[config.mk]
export PLATFORM = sky130hd
export DESIGN_NAME = axi_noc_bridge
export DESIGN_NICKNAME = d
export VERILOG_FILES = /design/src/design/noc_bridge_pkg.sv /design/src/design/write_req_packetizer.sv /design/src/design/write_req_depacketizer.sv /design/src/design/write_resp_packetizer.sv /design/src/design/write_resp_depacketizer.sv /design/src/design/axi_noc_bridge.sv
export VERILOG_INCLUDE_DIRS = /design/src /design/src/design
export SDC_FILE = /design/constraint.sdc
export NUM_CORES = 1
export LEC_CHECK = 0
export ABC_AREA = 1
export CORE_AREA = 3 3 139 141
export DETAILED_ROUTE_END_ITERATION = 7
export DIE_AREA = 0 0 142 144
export DONT_BUFFER_PORTS = 1
export SYNTH_ARGS = -nofsm -noshare
export SYNTH_HDL_FRONTEND = slang
export SYNTH_SLANG_ARGS = --single-unit
[constraint.sdc]
create_clock -name ACLK -period 1.85 [get_ports ACLK]
set_input_delay 0.185 -clock ACLK [delete_from_list [all_inputs] [get_ports ACLK]]
set_output_delay 0.185 -clock ACLK [all_outputs]
set_load 0.02 [all_outputs]
[src/design/noc_bridge_params.svh]
`ifndef NOC_BRIDGE_PARAMS_SVH
`define NOC_BRIDGE_PARAMS_SVH

// AXI side widths
`define NOC_ADDR_WIDTH 16
`define NOC_DATA_WIDTH 32
`define NOC_ID_WIDTH   4

// One flit carries a single 40-bit word plus sideband
`define NOC_FLIT_WIDTH 40

// --------------------
// Mesh geometry
// --------------------
`define NOC_MESH_X 4
`define NOC_MESH_Y 4

`define NOC_COORD_X_WIDTH ($clog2(`NOC_MESH_X))
`define NOC_COORD_Y_WIDTH ($clog2(`NOC_MESH_Y))

// Byte lanes of one data beat
`define NOC_STRB_WIDTH (`NOC_DATA_WIDTH / 8)

`endif

[src/design/noc_bridge_pkg.sv]
`default_nettype none

`include "noc_bridge_params.svh"

package noc_bridge_pkg;

    // Carried on the stream TID field
    typedef enum logic [2:0] {
        ROUTING_HEADER = 3'd0,
        AW_SUBHEADER   = 3'd1,
        W_DATA         = 3'd2,
        B_SUBHEADER    = 3'd3
    } flit_kind_e;

    // --------------------
    // Flit payload layouts
    // --------------------
    typedef struct packed {
        logic [`NOC_FLIT_WIDTH-(8+(`NOC_COORD_X_WIDTH+`NOC_COORD_Y_WIDTH)*2)-1:0] reserved;
        logic [7:0]                    packet_count; // Flits that follow the header
        logic [`NOC_COORD_X_WIDTH-1:0] src_x;
        logic [`NOC_COORD_Y_WIDTH-1:0] src_y;
        logic [`NOC_COORD_X_WIDTH-1:0] dst_x;
        logic [`NOC_COORD_Y_WIDTH-1:0] dst_y;
    } routing_header_t;

    typedef struct packed {
        logic [`NOC_FLIT_WIDTH-(`NOC_ID_WIDTH+`NOC_ADDR_WIDTH+8+3+2)-1:0] reserved;
        logic [`NOC_ID_WIDTH-1:0]   id;
        logic [`NOC_ADDR_WIDTH-1:0] addr;
        logic [7:0]                 len;
        logic [2:0]                 size;
        logic [1:0]                 burst;
    } aw_subheader_t;

    typedef struct packed {
        logic [`NOC_FLIT_WIDTH-`NOC_DATA_WIDTH-1:0] reserved;
        logic [`NOC_DATA_WIDTH-1:0]                 data;
    } w_data_t;

    typedef struct packed {
        logic [`NOC_FLIT_WIDTH-`NOC_ID_WIDTH-1:0] reserved;
        logic [`NOC_ID_WIDTH-1:0]                 id;
    } b_subheader_t;

    // The same word read four ways, selected by the flit kind
    typedef union packed {
        routing_header_t hdr;
        aw_subheader_t   aw;
        w_data_t         w;
        b_subheader_t    b;
    } flit_payload_u;

    typedef struct packed {
        flit_kind_e                 kind;
        flit_payload_u              payload;
        logic [`NOC_STRB_WIDTH-1:0] strb;
        logic                       last;
    } flit_t;

    // --------------------
    // AXI channel payloads
    // --------------------
    typedef struct packed {
        logic [`NOC_ID_WIDTH-1:0]   id;
        logic [`NOC_ADDR_WIDTH-1:0] addr;
        logic [7:0]                 len;
        logic [2:0]                 size;
        logic [1:0]                 burst;
    } axi_aw_t;

    typedef struct packed {
        logic [`NOC_DATA_WIDTH-1:0] data;
        logic [`NOC_STRB_WIDTH-1:0] strb;
        logic                       last;
    } axi_w_t;

    typedef struct packed {
        logic [`NOC_ID_WIDTH-1:0] id;
    } axi_b_t;

    typedef struct packed {
        logic [`NOC_COORD_X_WIDTH-1:0] x;
        logic [`NOC_COORD_Y_WIDTH-1:0] y;
    } coord_t;

endpackage

`default_nettype wire

[src/design/write_req_packetizer.sv]
`timescale 1ns/1ps
`default_nettype none

`include "noc_bridge_params.svh"

module write_req_packetizer #(
    parameter int ROUTER_X = 0,
    parameter int ROUTER_Y = 0
) (
    input  wire                           ACLK,
    input  wire                           ARESETn,

    input  wire noc_bridge_pkg::axi_aw_t  aw_i,
    input  wire                           aw_valid_i,
    output logic                          aw_ready_o,

    input  wire noc_bridge_pkg::axi_w_t   w_i,
    input  wire                           w_valid_i,
    output logic                          w_ready_o,

    output noc_bridge_pkg::flit_t         flit_o,
    output logic                          flit_valid_o,
    input  wire                           flit_ready_i
);

    typedef enum logic [1:0] {
        S_HEADER,
        S_ADDR,
        S_DATA
    } state_e;

    state_e state_q, state_d;

    noc_bridge_pkg::routing_header_t hdr;
    noc_bridge_pkg::aw_subheader_t   aw_sub;
    logic [`NOC_ID_WIDTH-1:0]        node_idx;

    assign node_idx = aw_i.id - 1'b1; // IDs count nodes from 1

    always_comb begin
        hdr = '0;
        hdr.dst_x        = `NOC_COORD_X_WIDTH'(node_idx % `NOC_MESH_X);
        hdr.dst_y        = `NOC_COORD_Y_WIDTH'(node_idx / `NOC_MESH_X);
        hdr.src_x        = `NOC_COORD_X_WIDTH'(ROUTER_X);
        hdr.src_y        = `NOC_COORD_Y_WIDTH'(ROUTER_Y);
        hdr.packet_count = aw_i.len + 8'd2; // Subheader plus len+1 beats

        aw_sub = '0;
        aw_sub.id    = aw_i.id;
        aw_sub.addr  = aw_i.addr;
        aw_sub.len   = aw_i.len;
        aw_sub.size  = aw_i.size;
        aw_sub.burst = aw_i.burst;
    end

    // --------------------
    // Packet FSM
    // --------------------
    always_ff @(posedge ACLK or negedge ARESETn) begin
        if (!ARESETn) begin
            state_q <= S_HEADER;
        end else begin
            state_q <= state_d;
        end
    end

    always_comb begin
        state_d      = state_q;
        flit_o       = '0;
        flit_valid_o = 1'b0;
        aw_ready_o   = 1'b0;
        w_ready_o    = 1'b0;

        case (state_q)
            S_HEADER: begin
                // AW is only looked at here, it is accepted with the subheader
                flit_o.kind        = noc_bridge_pkg::ROUTING_HEADER;
                flit_o.payload.hdr = hdr;
                flit_o.strb        = '1;
                flit_valid_o       = aw_valid_i;
                if (aw_valid_i && flit_ready_i) begin
                    state_d = S_ADDR;
                end
            end
            S_ADDR: begin
                flit_o.kind       = noc_bridge_pkg::AW_SUBHEADER;
                flit_o.payload.aw = aw_sub;
                flit_o.strb       = '1;
                flit_valid_o      = aw_valid_i;
                aw_ready_o        = flit_ready_i;
                if (aw_valid_i && flit_ready_i) begin
                    state_d = S_DATA;
                end
            end
            S_DATA: begin
                flit_o.kind           = noc_bridge_pkg::W_DATA;
                flit_o.payload.w.data = w_i.data;
                flit_o.strb           = w_i.strb;
                flit_o.last           = w_i.last;
                flit_valid_o          = w_valid_i;
                w_ready_o             = flit_ready_i;
                if (w_valid_i && flit_ready_i && w_i.last) begin
                    state_d = S_HEADER;
                end
            end
            default: begin
                state_d = S_HEADER;
            end
        endcase
    end

endmodule

`default_nettype wire

[src/design/write_req_depacketizer.sv]
`timescale 1ns/1ps
`default_nettype none

module write_req_depacketizer (
    input  wire                           ACLK,
    input  wire                           ARESETn,

    input  wire noc_bridge_pkg::flit_t    flit_i,
    input  wire                           flit_valid_i,
    output logic                          flit_ready_o,

    output noc_bridge_pkg::axi_aw_t       aw_o,
    output logic                          aw_valid_o,
    input  wire                           aw_ready_i,

    output noc_bridge_pkg::axi_w_t        w_o,
    output logic                          w_valid_o,
    input  wire                           w_ready_i,

    output noc_bridge_pkg::coord_t        return_coord_o
);

    noc_bridge_pkg::coord_t src_q;    // Sender of the packet in flight
    noc_bridge_pkg::coord_t return_q;

    // --------------------
    // Flit decode
    // --------------------
    always_comb begin
        flit_ready_o = 1'b1; // Headers and unknown kinds are taken at once
        aw_o         = '0;
        aw_valid_o   = 1'b0;
        w_o          = '0;
        w_valid_o    = 1'b0;

        if (flit_valid_i) begin
            case (flit_i.kind)
                noc_bridge_pkg::AW_SUBHEADER: begin
                    aw_valid_o   = 1'b1;
                    aw_o.id      = flit_i.payload.aw.id;
                    aw_o.addr    = flit_i.payload.aw.addr;
                    aw_o.len     = flit_i.payload.aw.len;
                    aw_o.size    = flit_i.payload.aw.size;
                    aw_o.burst   = flit_i.payload.aw.burst;
                    flit_ready_o = aw_ready_i;
                end
                noc_bridge_pkg::W_DATA: begin
                    w_valid_o    = 1'b1;
                    w_o.data     = flit_i.payload.w.data;
                    w_o.strb     = flit_i.strb;
                    w_o.last     = flit_i.last;
                    flit_ready_o = w_ready_i;
                end
                default: begin
                    flit_ready_o = 1'b1;
                end
            endcase
        end
    end

    always_ff @(posedge ACLK or negedge ARESETn) begin
        if (!ARESETn) begin
            src_q    <= '0;
            return_q <= '0;
        end else begin
            if (flit_valid_i && flit_i.kind == noc_bridge_pkg::ROUTING_HEADER) begin
                src_q.x <= flit_i.payload.hdr.src_x;
                src_q.y <= flit_i.payload.hdr.src_y;
            end
            // The write response goes back to whoever issued this AW
            if (aw_valid_o && aw_ready_i) begin
                return_q <= src_q;
            end
        end
    end

    assign return_coord_o = return_q;

endmodule

`default_nettype wire

[src/design/write_resp_packetizer.sv]
`timescale 1ns/1ps
`default_nettype none

`include "noc_bridge_params.svh"

module write_resp_packetizer #(
    parameter int ROUTER_X = 0,
    parameter int ROUTER_Y = 0
) (
    input  wire                           ACLK,
    input  wire                           ARESETn,

    input  wire noc_bridge_pkg::axi_b_t   b_i,
    input  wire                           b_valid_i,
    output logic                          b_ready_o,

    input  wire noc_bridge_pkg::coord_t   return_coord_i,

    output noc_bridge_pkg::flit_t         flit_o,
    output logic                          flit_valid_o,
    input  wire                           flit_ready_i
);

    typedef enum logic {
        S_HEADER,
        S_RESP
    } state_e;

    state_e state_q, state_d;

    noc_bridge_pkg::routing_header_t hdr;

    always_comb begin
        hdr = '0;
        hdr.dst_x        = return_coord_i.x;
        hdr.dst_y        = return_coord_i.y;
        hdr.src_x        = `NOC_COORD_X_WIDTH'(ROUTER_X);
        hdr.src_y        = `NOC_COORD_Y_WIDTH'(ROUTER_Y);
        hdr.packet_count = 8'd1; // Only the response subheader follows
    end

    always_ff @(posedge ACLK or negedge ARESETn) begin
        if (!ARESETn) begin
            state_q <= S_HEADER;
        end else begin
            state_q <= state_d;
        end
    end

    always_comb begin
        state_d      = state_q;
        flit_o       = '0;
        flit_o.strb  = '1;
        flit_valid_o = b_valid_i;
        b_ready_o    = 1'b0;

        if (state_q == S_HEADER) begin
            flit_o.kind        = noc_bridge_pkg::ROUTING_HEADER;
            flit_o.payload.hdr = hdr;
            if (b_valid_i && flit_ready_i) begin
                state_d = S_RESP;
            end
        end else begin
            flit_o.kind           = noc_bridge_pkg::B_SUBHEADER;
            flit_o.payload.b.id   = b_i.id;
            flit_o.last           = 1'b1;
            b_ready_o             = flit_ready_i;
            if (b_valid_i && flit_ready_i) begin
                state_d = S_HEADER;
            end
        end
    end

endmodule

`default_nettype wire

[src/design/write_resp_depacketizer.sv]
`timescale 1ns/1ps
`default_nettype none

module write_resp_depacketizer (
    input  wire                           flit_valid_i,
    input  wire noc_bridge_pkg::flit_t    flit_i,
    output logic                          flit_ready_o,

    output noc_bridge_pkg::axi_b_t        b_o,
    output logic                          b_valid_o,
    input  wire                           b_ready_i
);

    // Purely combinational, the header carries nothing the local master needs
    always_comb begin
        flit_ready_o = 1'b1;
        b_o          = '0;
        b_valid_o    = 1'b0;

        if (flit_valid_i && flit_i.kind == noc_bridge_pkg::B_SUBHEADER) begin
            b_valid_o    = 1'b1;
            b_o.id       = flit_i.payload.b.id;
            flit_ready_o = b_ready_i;
        end
    end

endmodule

`default_nettype wire

[src/design/axi_noc_bridge.sv]
`timescale 1ns/1ps
`default_nettype none

module axi_noc_bridge #(
    parameter int ROUTER_X = 0,
    parameter int ROUTER_Y = 0
) (
    input  wire                           ACLK,
    input  wire                           ARESETn,

    // Local AXI slave, writes leave this node
    input  wire noc_bridge_pkg::axi_aw_t  s_aw_i,
    input  wire                           s_aw_valid_i,
    output logic                          s_aw_ready_o,
    input  wire noc_bridge_pkg::axi_w_t   s_w_i,
    input  wire                           s_w_valid_i,
    output logic                          s_w_ready_o,
    output noc_bridge_pkg::axi_b_t        s_b_o,
    output logic                          s_b_valid_o,
    input  wire                           s_b_ready_i,

    // Local AXI master, writes arriving from the mesh
    output noc_bridge_pkg::axi_aw_t       m_aw_o,
    output logic                          m_aw_valid_o,
    input  wire                           m_aw_ready_i,
    output noc_bridge_pkg::axi_w_t        m_w_o,
    output logic                          m_w_valid_o,
    input  wire                           m_w_ready_i,
    input  wire noc_bridge_pkg::axi_b_t   m_b_i,
    input  wire                           m_b_valid_i,
    output logic                          m_b_ready_o,

    // --------------------
    // Mesh side streams
    // --------------------
    output noc_bridge_pkg::flit_t         req_flit_o,
    output logic                          req_flit_valid_o,
    input  wire                           req_flit_ready_i,
    input  wire noc_bridge_pkg::flit_t    req_flit_i,
    input  wire                           req_flit_valid_i,
    output logic                          req_flit_ready_o,

    output noc_bridge_pkg::flit_t         resp_flit_o,
    output logic                          resp_flit_valid_o,
    input  wire                           resp_flit_ready_i,
    input  wire noc_bridge_pkg::flit_t    resp_flit_i,
    input  wire                           resp_flit_valid_i,
    output logic                          resp_flit_ready_o
);

    noc_bridge_pkg::coord_t return_coord; // Sender of the last accepted AW

    write_req_packetizer #(
        .ROUTER_X (ROUTER_X),
        .ROUTER_Y (ROUTER_Y)
    ) u_req_packetizer (
        .ACLK         (ACLK),
        .ARESETn      (ARESETn),
        .aw_i         (s_aw_i),
        .aw_valid_i   (s_aw_valid_i),
        .aw_ready_o   (s_aw_ready_o),
        .w_i          (s_w_i),
        .w_valid_i    (s_w_valid_i),
        .w_ready_o    (s_w_ready_o),
        .flit_o       (req_flit_o),
        .flit_valid_o (req_flit_valid_o),
        .flit_ready_i (req_flit_ready_i)
    );

    write_req_depacketizer u_req_depacketizer (
        .ACLK           (ACLK),
        .ARESETn        (ARESETn),
        .flit_i         (req_flit_i),
        .flit_valid_i   (req_flit_valid_i),
        .flit_ready_o   (req_flit_ready_o),
        .aw_o           (m_aw_o),
        .aw_valid_o     (m_aw_valid_o),
        .aw_ready_i     (m_aw_ready_i),
        .w_o            (m_w_o),
        .w_valid_o      (m_w_valid_o),
        .w_ready_i      (m_w_ready_i),
        .return_coord_o (return_coord)
    );

    write_resp_packetizer #(
        .ROUTER_X (ROUTER_X),
        .ROUTER_Y (ROUTER_Y)
    ) u_resp_packetizer (
        .ACLK           (ACLK),
        .ARESETn        (ARESETn),
        .b_i            (m_b_i),
        .b_valid_i      (m_b_valid_i),
        .b_ready_o      (m_b_ready_o),
        .return_coord_i (return_coord),
        .flit_o         (resp_flit_o),
        .flit_valid_o   (resp_flit_valid_o),
        .flit_ready_i   (resp_flit_ready_i)
    );

    write_resp_depacketizer u_resp_depacketizer (
        .flit_i       (resp_flit_i),
        .flit_valid_i (resp_flit_valid_i),
        .flit_ready_o (resp_flit_ready_o),
        .b_o          (s_b_o),
        .b_valid_o    (s_b_valid_o),
        .b_ready_i    (s_b_ready_i)
    );

endmodule

`default_nettype wire

# Yosys cells after proc, flatten, opt, wreduce, memory -nomap -nowiden

Cells that the tools add are included.

Word-level logic and storage cells: 59
Input bits: 182
Output and inout port bits: 180
Register bits after elaboration: 11

Equality and inequality tests: 8
Reduce and logical (&&, ||, !) cells: 11
Mux-type cells: 32
$add $sub $neg: 2

Operator list:

| kind                                                | count |
|---|---|
| one-hot mux 36 bit (3 select lines)                 | 1 |
| 2-to-1 mux 37 bit                                   | 2 |
| 2-to-1 mux 33 bit                                   | 2 |
| 2-to-1 mux 1 bit                                    | 16 |
| adder 8 x 2 -> 8 bit, second input constant         | 1 |
| 2-to-1 mux 2 bit                                    | 4 |
| 2-to-1 mux 4 bit                                    | 2 |
| logical AND 1 bit                                   | 7 |
| equality test 3 x 2 -> 1 bit, second input constant | 2 |
| != test 2 x 1 -> 1 bit, second input constant       | 3 |
| one-hot mux 2 bit (3 select lines)                  | 1 |
| 2-to-1 mux 5 bit                                    | 1 |
| one-hot mux 1 bit (2 select lines)                  | 2 |
| one-hot mux 2 bit (2 select lines)                  | 1 |
| subtractor 4 x 1 -> 4 bit, second input constant    | 1 |
| equality test 3 x 1 -> 1 bit, second input constant | 1 |
| logical NOT 3 bit                                   | 1 |
| AND reduction 3 bit                                 | 1 |
| equality test 2 x 1 -> 1 bit, second input constant | 1 |
| equality test 2 bit, second input constant          | 1 |
| logical NOT 2 bit                                   | 1 |
| OR reduction 2 bit                                  | 1 |

# Longest topological paths before layout

Depth in word-level cells: 4
Depth in mapped cells: 7
Depth with buffers taken out: 7

# Hierarchy

A second synthesis with hierarchy kept.

Cell total of the unflattened synthesis: 394
Area total of the unflattened synthesis: 2,307.2 sq um

Modules (own cells, without submodules):

| module                  | sequential area each (sq um) | instances | area each (sq um) | cells each |
|---|---|---|---|---|
| write_req_packetizer    | 50.0                         | 1         | 925.9             | 152 |
| write_req_depacketizer  | 200.2                        | 1         | 875.8             | 162 |
| write_resp_packetizer   | 25.0                         | 1         | 440.4             | 66 |
| write_resp_depacketizer | 0.0                          | 1         | 65.1              | 14 |

# Worst setup path before layout

No wires, ideal clock.

Path type: register to output
Start point: reg u_req_packetizer.state_q[1]
End point: out req_flit_o[10] (netlist name)
Setup slack: 421 ps
Buffers on the path: 1
Required time: 1,665 ps
Data arrival time: 1,244 ps
Stages on the path, launching flop included: 5
Cell sequence: dfrtp_1 > inv_2 > nand2_2 > buf_4 > o21ai_0

RTL lines:

| item                   | line                       | RTL |
|---|---|---|
| start, declared        | write_req_packetizer.sv:32 | `state_e state_q, state_d;` |
| start signal, assigned | write_req_packetizer.sv:63 | `state_q <= state_d;` |
| end, declared          | axi_noc_bridge.sv:36       | `output noc_bridge_pkg::flit_t req_flit_o,` |

==> impl_metrics.py <==
metrics = {
    "power": {
        "power_density_nw_per_um2": 1100,
        "ir_drop_uv": 396,
        "p_leak_nw": 1.61,
    },
    "placement": {
        "placed_cells": 659,
        "dp_slack_ns": 0.253,
        "place_congestion": 0.794,
        "portBuffers": 0,
        "dpl.hpwl_um": 6950,
    },
    "sta": {
        "max_freq_mhz": 580,
        "clock_skew_ns": 0.00505,
        "drv_slew": 0,
        "tightest_slew_ns": 0.568,
        "fin_ws_ns": 0.126,
        "period_needed_ns": 1.72,
        "period_share": 0.932,
        "hold_violations": 0,
        "fin_setup_tns_ns": 0,
        "rsz0062_at_grt": "false",
        "finalSetupViolCount": 0,
        "relSlewSlack": 0.620,
    },
    "critical_path": {
        "cp_max_fo": 10,
        "cp_num_buf_inv": 2,
        "cp_slowest_cell": "dfrtp_2",
        "cp_slowest_stage_delay_ns": 0.45,
        "critical_path_class": "register to primary output",
        "cp.arrival_ns": 1.54,
        "end_kind": "primary output",
        "worstSetupStartpointType": "register",
        "crit_family": "flip-flops",
        "crit_chain": "inv_2 > nand2_2 > buf_4 > o211ai_1",
        "required_ns": 1.66,
    },
    "yosys": {
        "ys_seq_area_frac": 0.122,
        "syn_inst": 396,
        "syn-cell-area_um2": 2260,
        "ys_ff_latch": 11,
        "synth-simple-area-share": 0.378,
        "synth_xor_area_frac": 0.00387,
        "synthAdderAreaFrac": 0.0110,
        "synth_mux_area_frac": 0,
        "synth_top_family_by_area": "simple AND/OR/NAND/NOR gates",
        "synth_warnings": 0,
        "postSynthAreaPerCell_um2": 5.72,
        "synth-compound-area-share": 0.118,
        "ys_types": 23,
    },
    "die": {
        "fp.dieH_um": 144,
        "core-area_um2": 18100,
        "rows": 49,
        "dieArea_um2": 20400,
        "pin_count": 362,
        "initial_core_util": 0.125,
        "fp.dieW_um": 142,
    },
    "finish": {
        "final_cell_mix": "nand2_1 (82), nor2_1 (73), inv_1 (72), buf_4 (53), conb_1 (48)",
        "syn2layout_area_growth_pct": 20.4,
        "drive_above_1_share": 0.198,
        "final_common_cell": "nand2_1",
        "final_nets": 620,
        "layoutNonFillerInstCount": 664,
        "antenna_cells": 0,
        "final_util": 0.151,
    },
    "run": {
        "maxCapViolations": 0,
    },
    "grt": {
        "track_usage": 0.0593,
        "grt-ovfl-total": 0,
        "grt_pass1_wl_um": 9750,
        "grtUsageMet2": 0.111,
        "antenna_found_initial": 0,
        "grt_start_max_net_pins": 34,
        "grt_use_met1": 0.0715,
        "met3_usage": 0.00992,
        "grt_busiest_layer": "met2",
        "first_global_vias": 1921,
    },
    "clock_tree": {
        "htreeDepth": 1,
        "clk_path_buf_depth": 2,
        "clk_latency_ns": 0.24,
        "cts.sink_count": 11,
        "path_clk_slew_ns": 0.05,
        "clock-root-buffer": "clkbuf_16",
        "numCtsBuffers": 3,
        "cts_tree": "yes",
    },
    "routing": {
        "via_per_inst": 3.57,
        "dr.pass1.iters": 4,
        "drtAntennaViolNets": 0,
        "finalWirelength_um": 7700,
        "wl_per_cell_um": 11.6,
        "drc": 0,
        "drt_iter0_markers": 95,
        "vias": 2368,
    },
    "worst_hold_path": {
        "worstHoldPathType": "input port to register",
    },
    "run_status": {
        "status": "finished, final reports clean",
    },
}
==> registers in the layout (all words and copies together), names as in the netlist <==
name                               count
u_req_depacketizer.src_q               4
u_req_depacketizer.return_coord_o      4
u_req_packetizer.state_q               2
u_resp_packetizer.state_q              1
==> through the flow <==
step | hold WS [ns] | area [um^2] | power (W)
floorplan | -0.111 | 2440 | 0.00227
global placement | -0.110 | 2630 | 0.00259
detailed placement | -0.110 | 2630 | 0.00259
CTS | 0.0804 | 2720 | 0.00303
global route | 0.0808 | 2730 | 0.00323
finish | 0.0833 | 2730 | 0.00300
==> cells in the mapped netlist <==
master / n / share of area
nand2_1: 82 / 0.14
nor2_1: 73 / 0.12
inv_1: 72 / 0.12
buf_4: 57 / 0.19
nand3_1: 21 / 0.046
a22o_1: 16 / 0.062
o21ai_0: 15 / 0.033
nor2_2: 14 / 0.039
dfrtp_1: 11 / 0.12
buf_6: 9 / 0.045
o211ai_1: 6 / 0.020
inv_2: 5 / 0.0083
conb_1: 2 / 0.0033
ha_1: 2 / 0.011
nand2_2: 2 / 0.0055
or2_2: 2 / 0.0055
buf_2: 1 / 0.0022
nand3b_4: 1 / 0.0088
nand4_1: 1 / 0.0028
nor2_4: 1 / 0.0050
nor2_8: 1 / 0.0088
o21bai_1: 1 / 0.0033
xor2_1: 1 / 0.0039
==> area by class of cell <==
type | count | area (um^2)
fillers | 2101 | 15400
multi-input cells | 287 | 1340
repair buffers | 56 | 448
inverters | 77 | 292
well taps | 229 | 287
flip-flops and latches | 11 | 278
clock buffers | 4 | 78.8
==> logic make-up after synthesis <==
logic type / after synthesis
AOI/OAI and AO/OA: 38
xor gates and xnor gates: 1
adders and majority gates: 2
buffers and inverters: 144
DFF: 11
other: 2
and+or+nand+nor: 198
==> final timing paths <==
check / depth (start not counted) / to / slack (ns) / from
max in group asynchronous: 1 / u_req_packetizer.state_q[1] / 1.06 / ARESETn
worst min register to register: 2 / u_req_depacketizer.return_coord_o[2] / 0.47 / u_req_depacketizer.return_coord_o[2]
worst max register to register: 5 / u_req_packetizer.state_q[1] / 0.48 / u_req_packetizer.state_q[1]
worst min-delay path: 1 / u_req_packetizer.state_q[1] / 0.08 / s_aw_valid_i
min in group asynchronous: 1 / u_resp_packetizer.state_q / 0.38 / ARESETn
worst max-delay path: 4 / req_flit_o[14] / 0.13 / u_req_packetizer.state_q[1]
==> power by group <==
part | switching [W] | total (W) | leakage [nW] | internal [W]
Clock | 0.000110 | 0.000400 | 0.0382 | 0.000290
Sequential | 0.0000840 | 0.000397 | 0.137 | 0.000313
Combinational | 0.00157 | 0.00220 | 1.43 | 0.000628
==> metal layers <==
| layer | routed length (um) | share of wire |
|---|---|---|
| met5 | 0 | 0 |
| met4 | 17 | 0.0022 |
| met3 | 595 | 0.077 |
| met2 | 4130 | 0.54 |
| met1 | 2960 | 0.38 |
==> timing repair <==
item	CTS	global route
endpoints found under the setup margin	1	10
buffers inserted	0	0
hold endpoints to repair	11	0
hold buffers	1	0
gates resized for setup	1	3
Power figures use the tool's default switching activity.
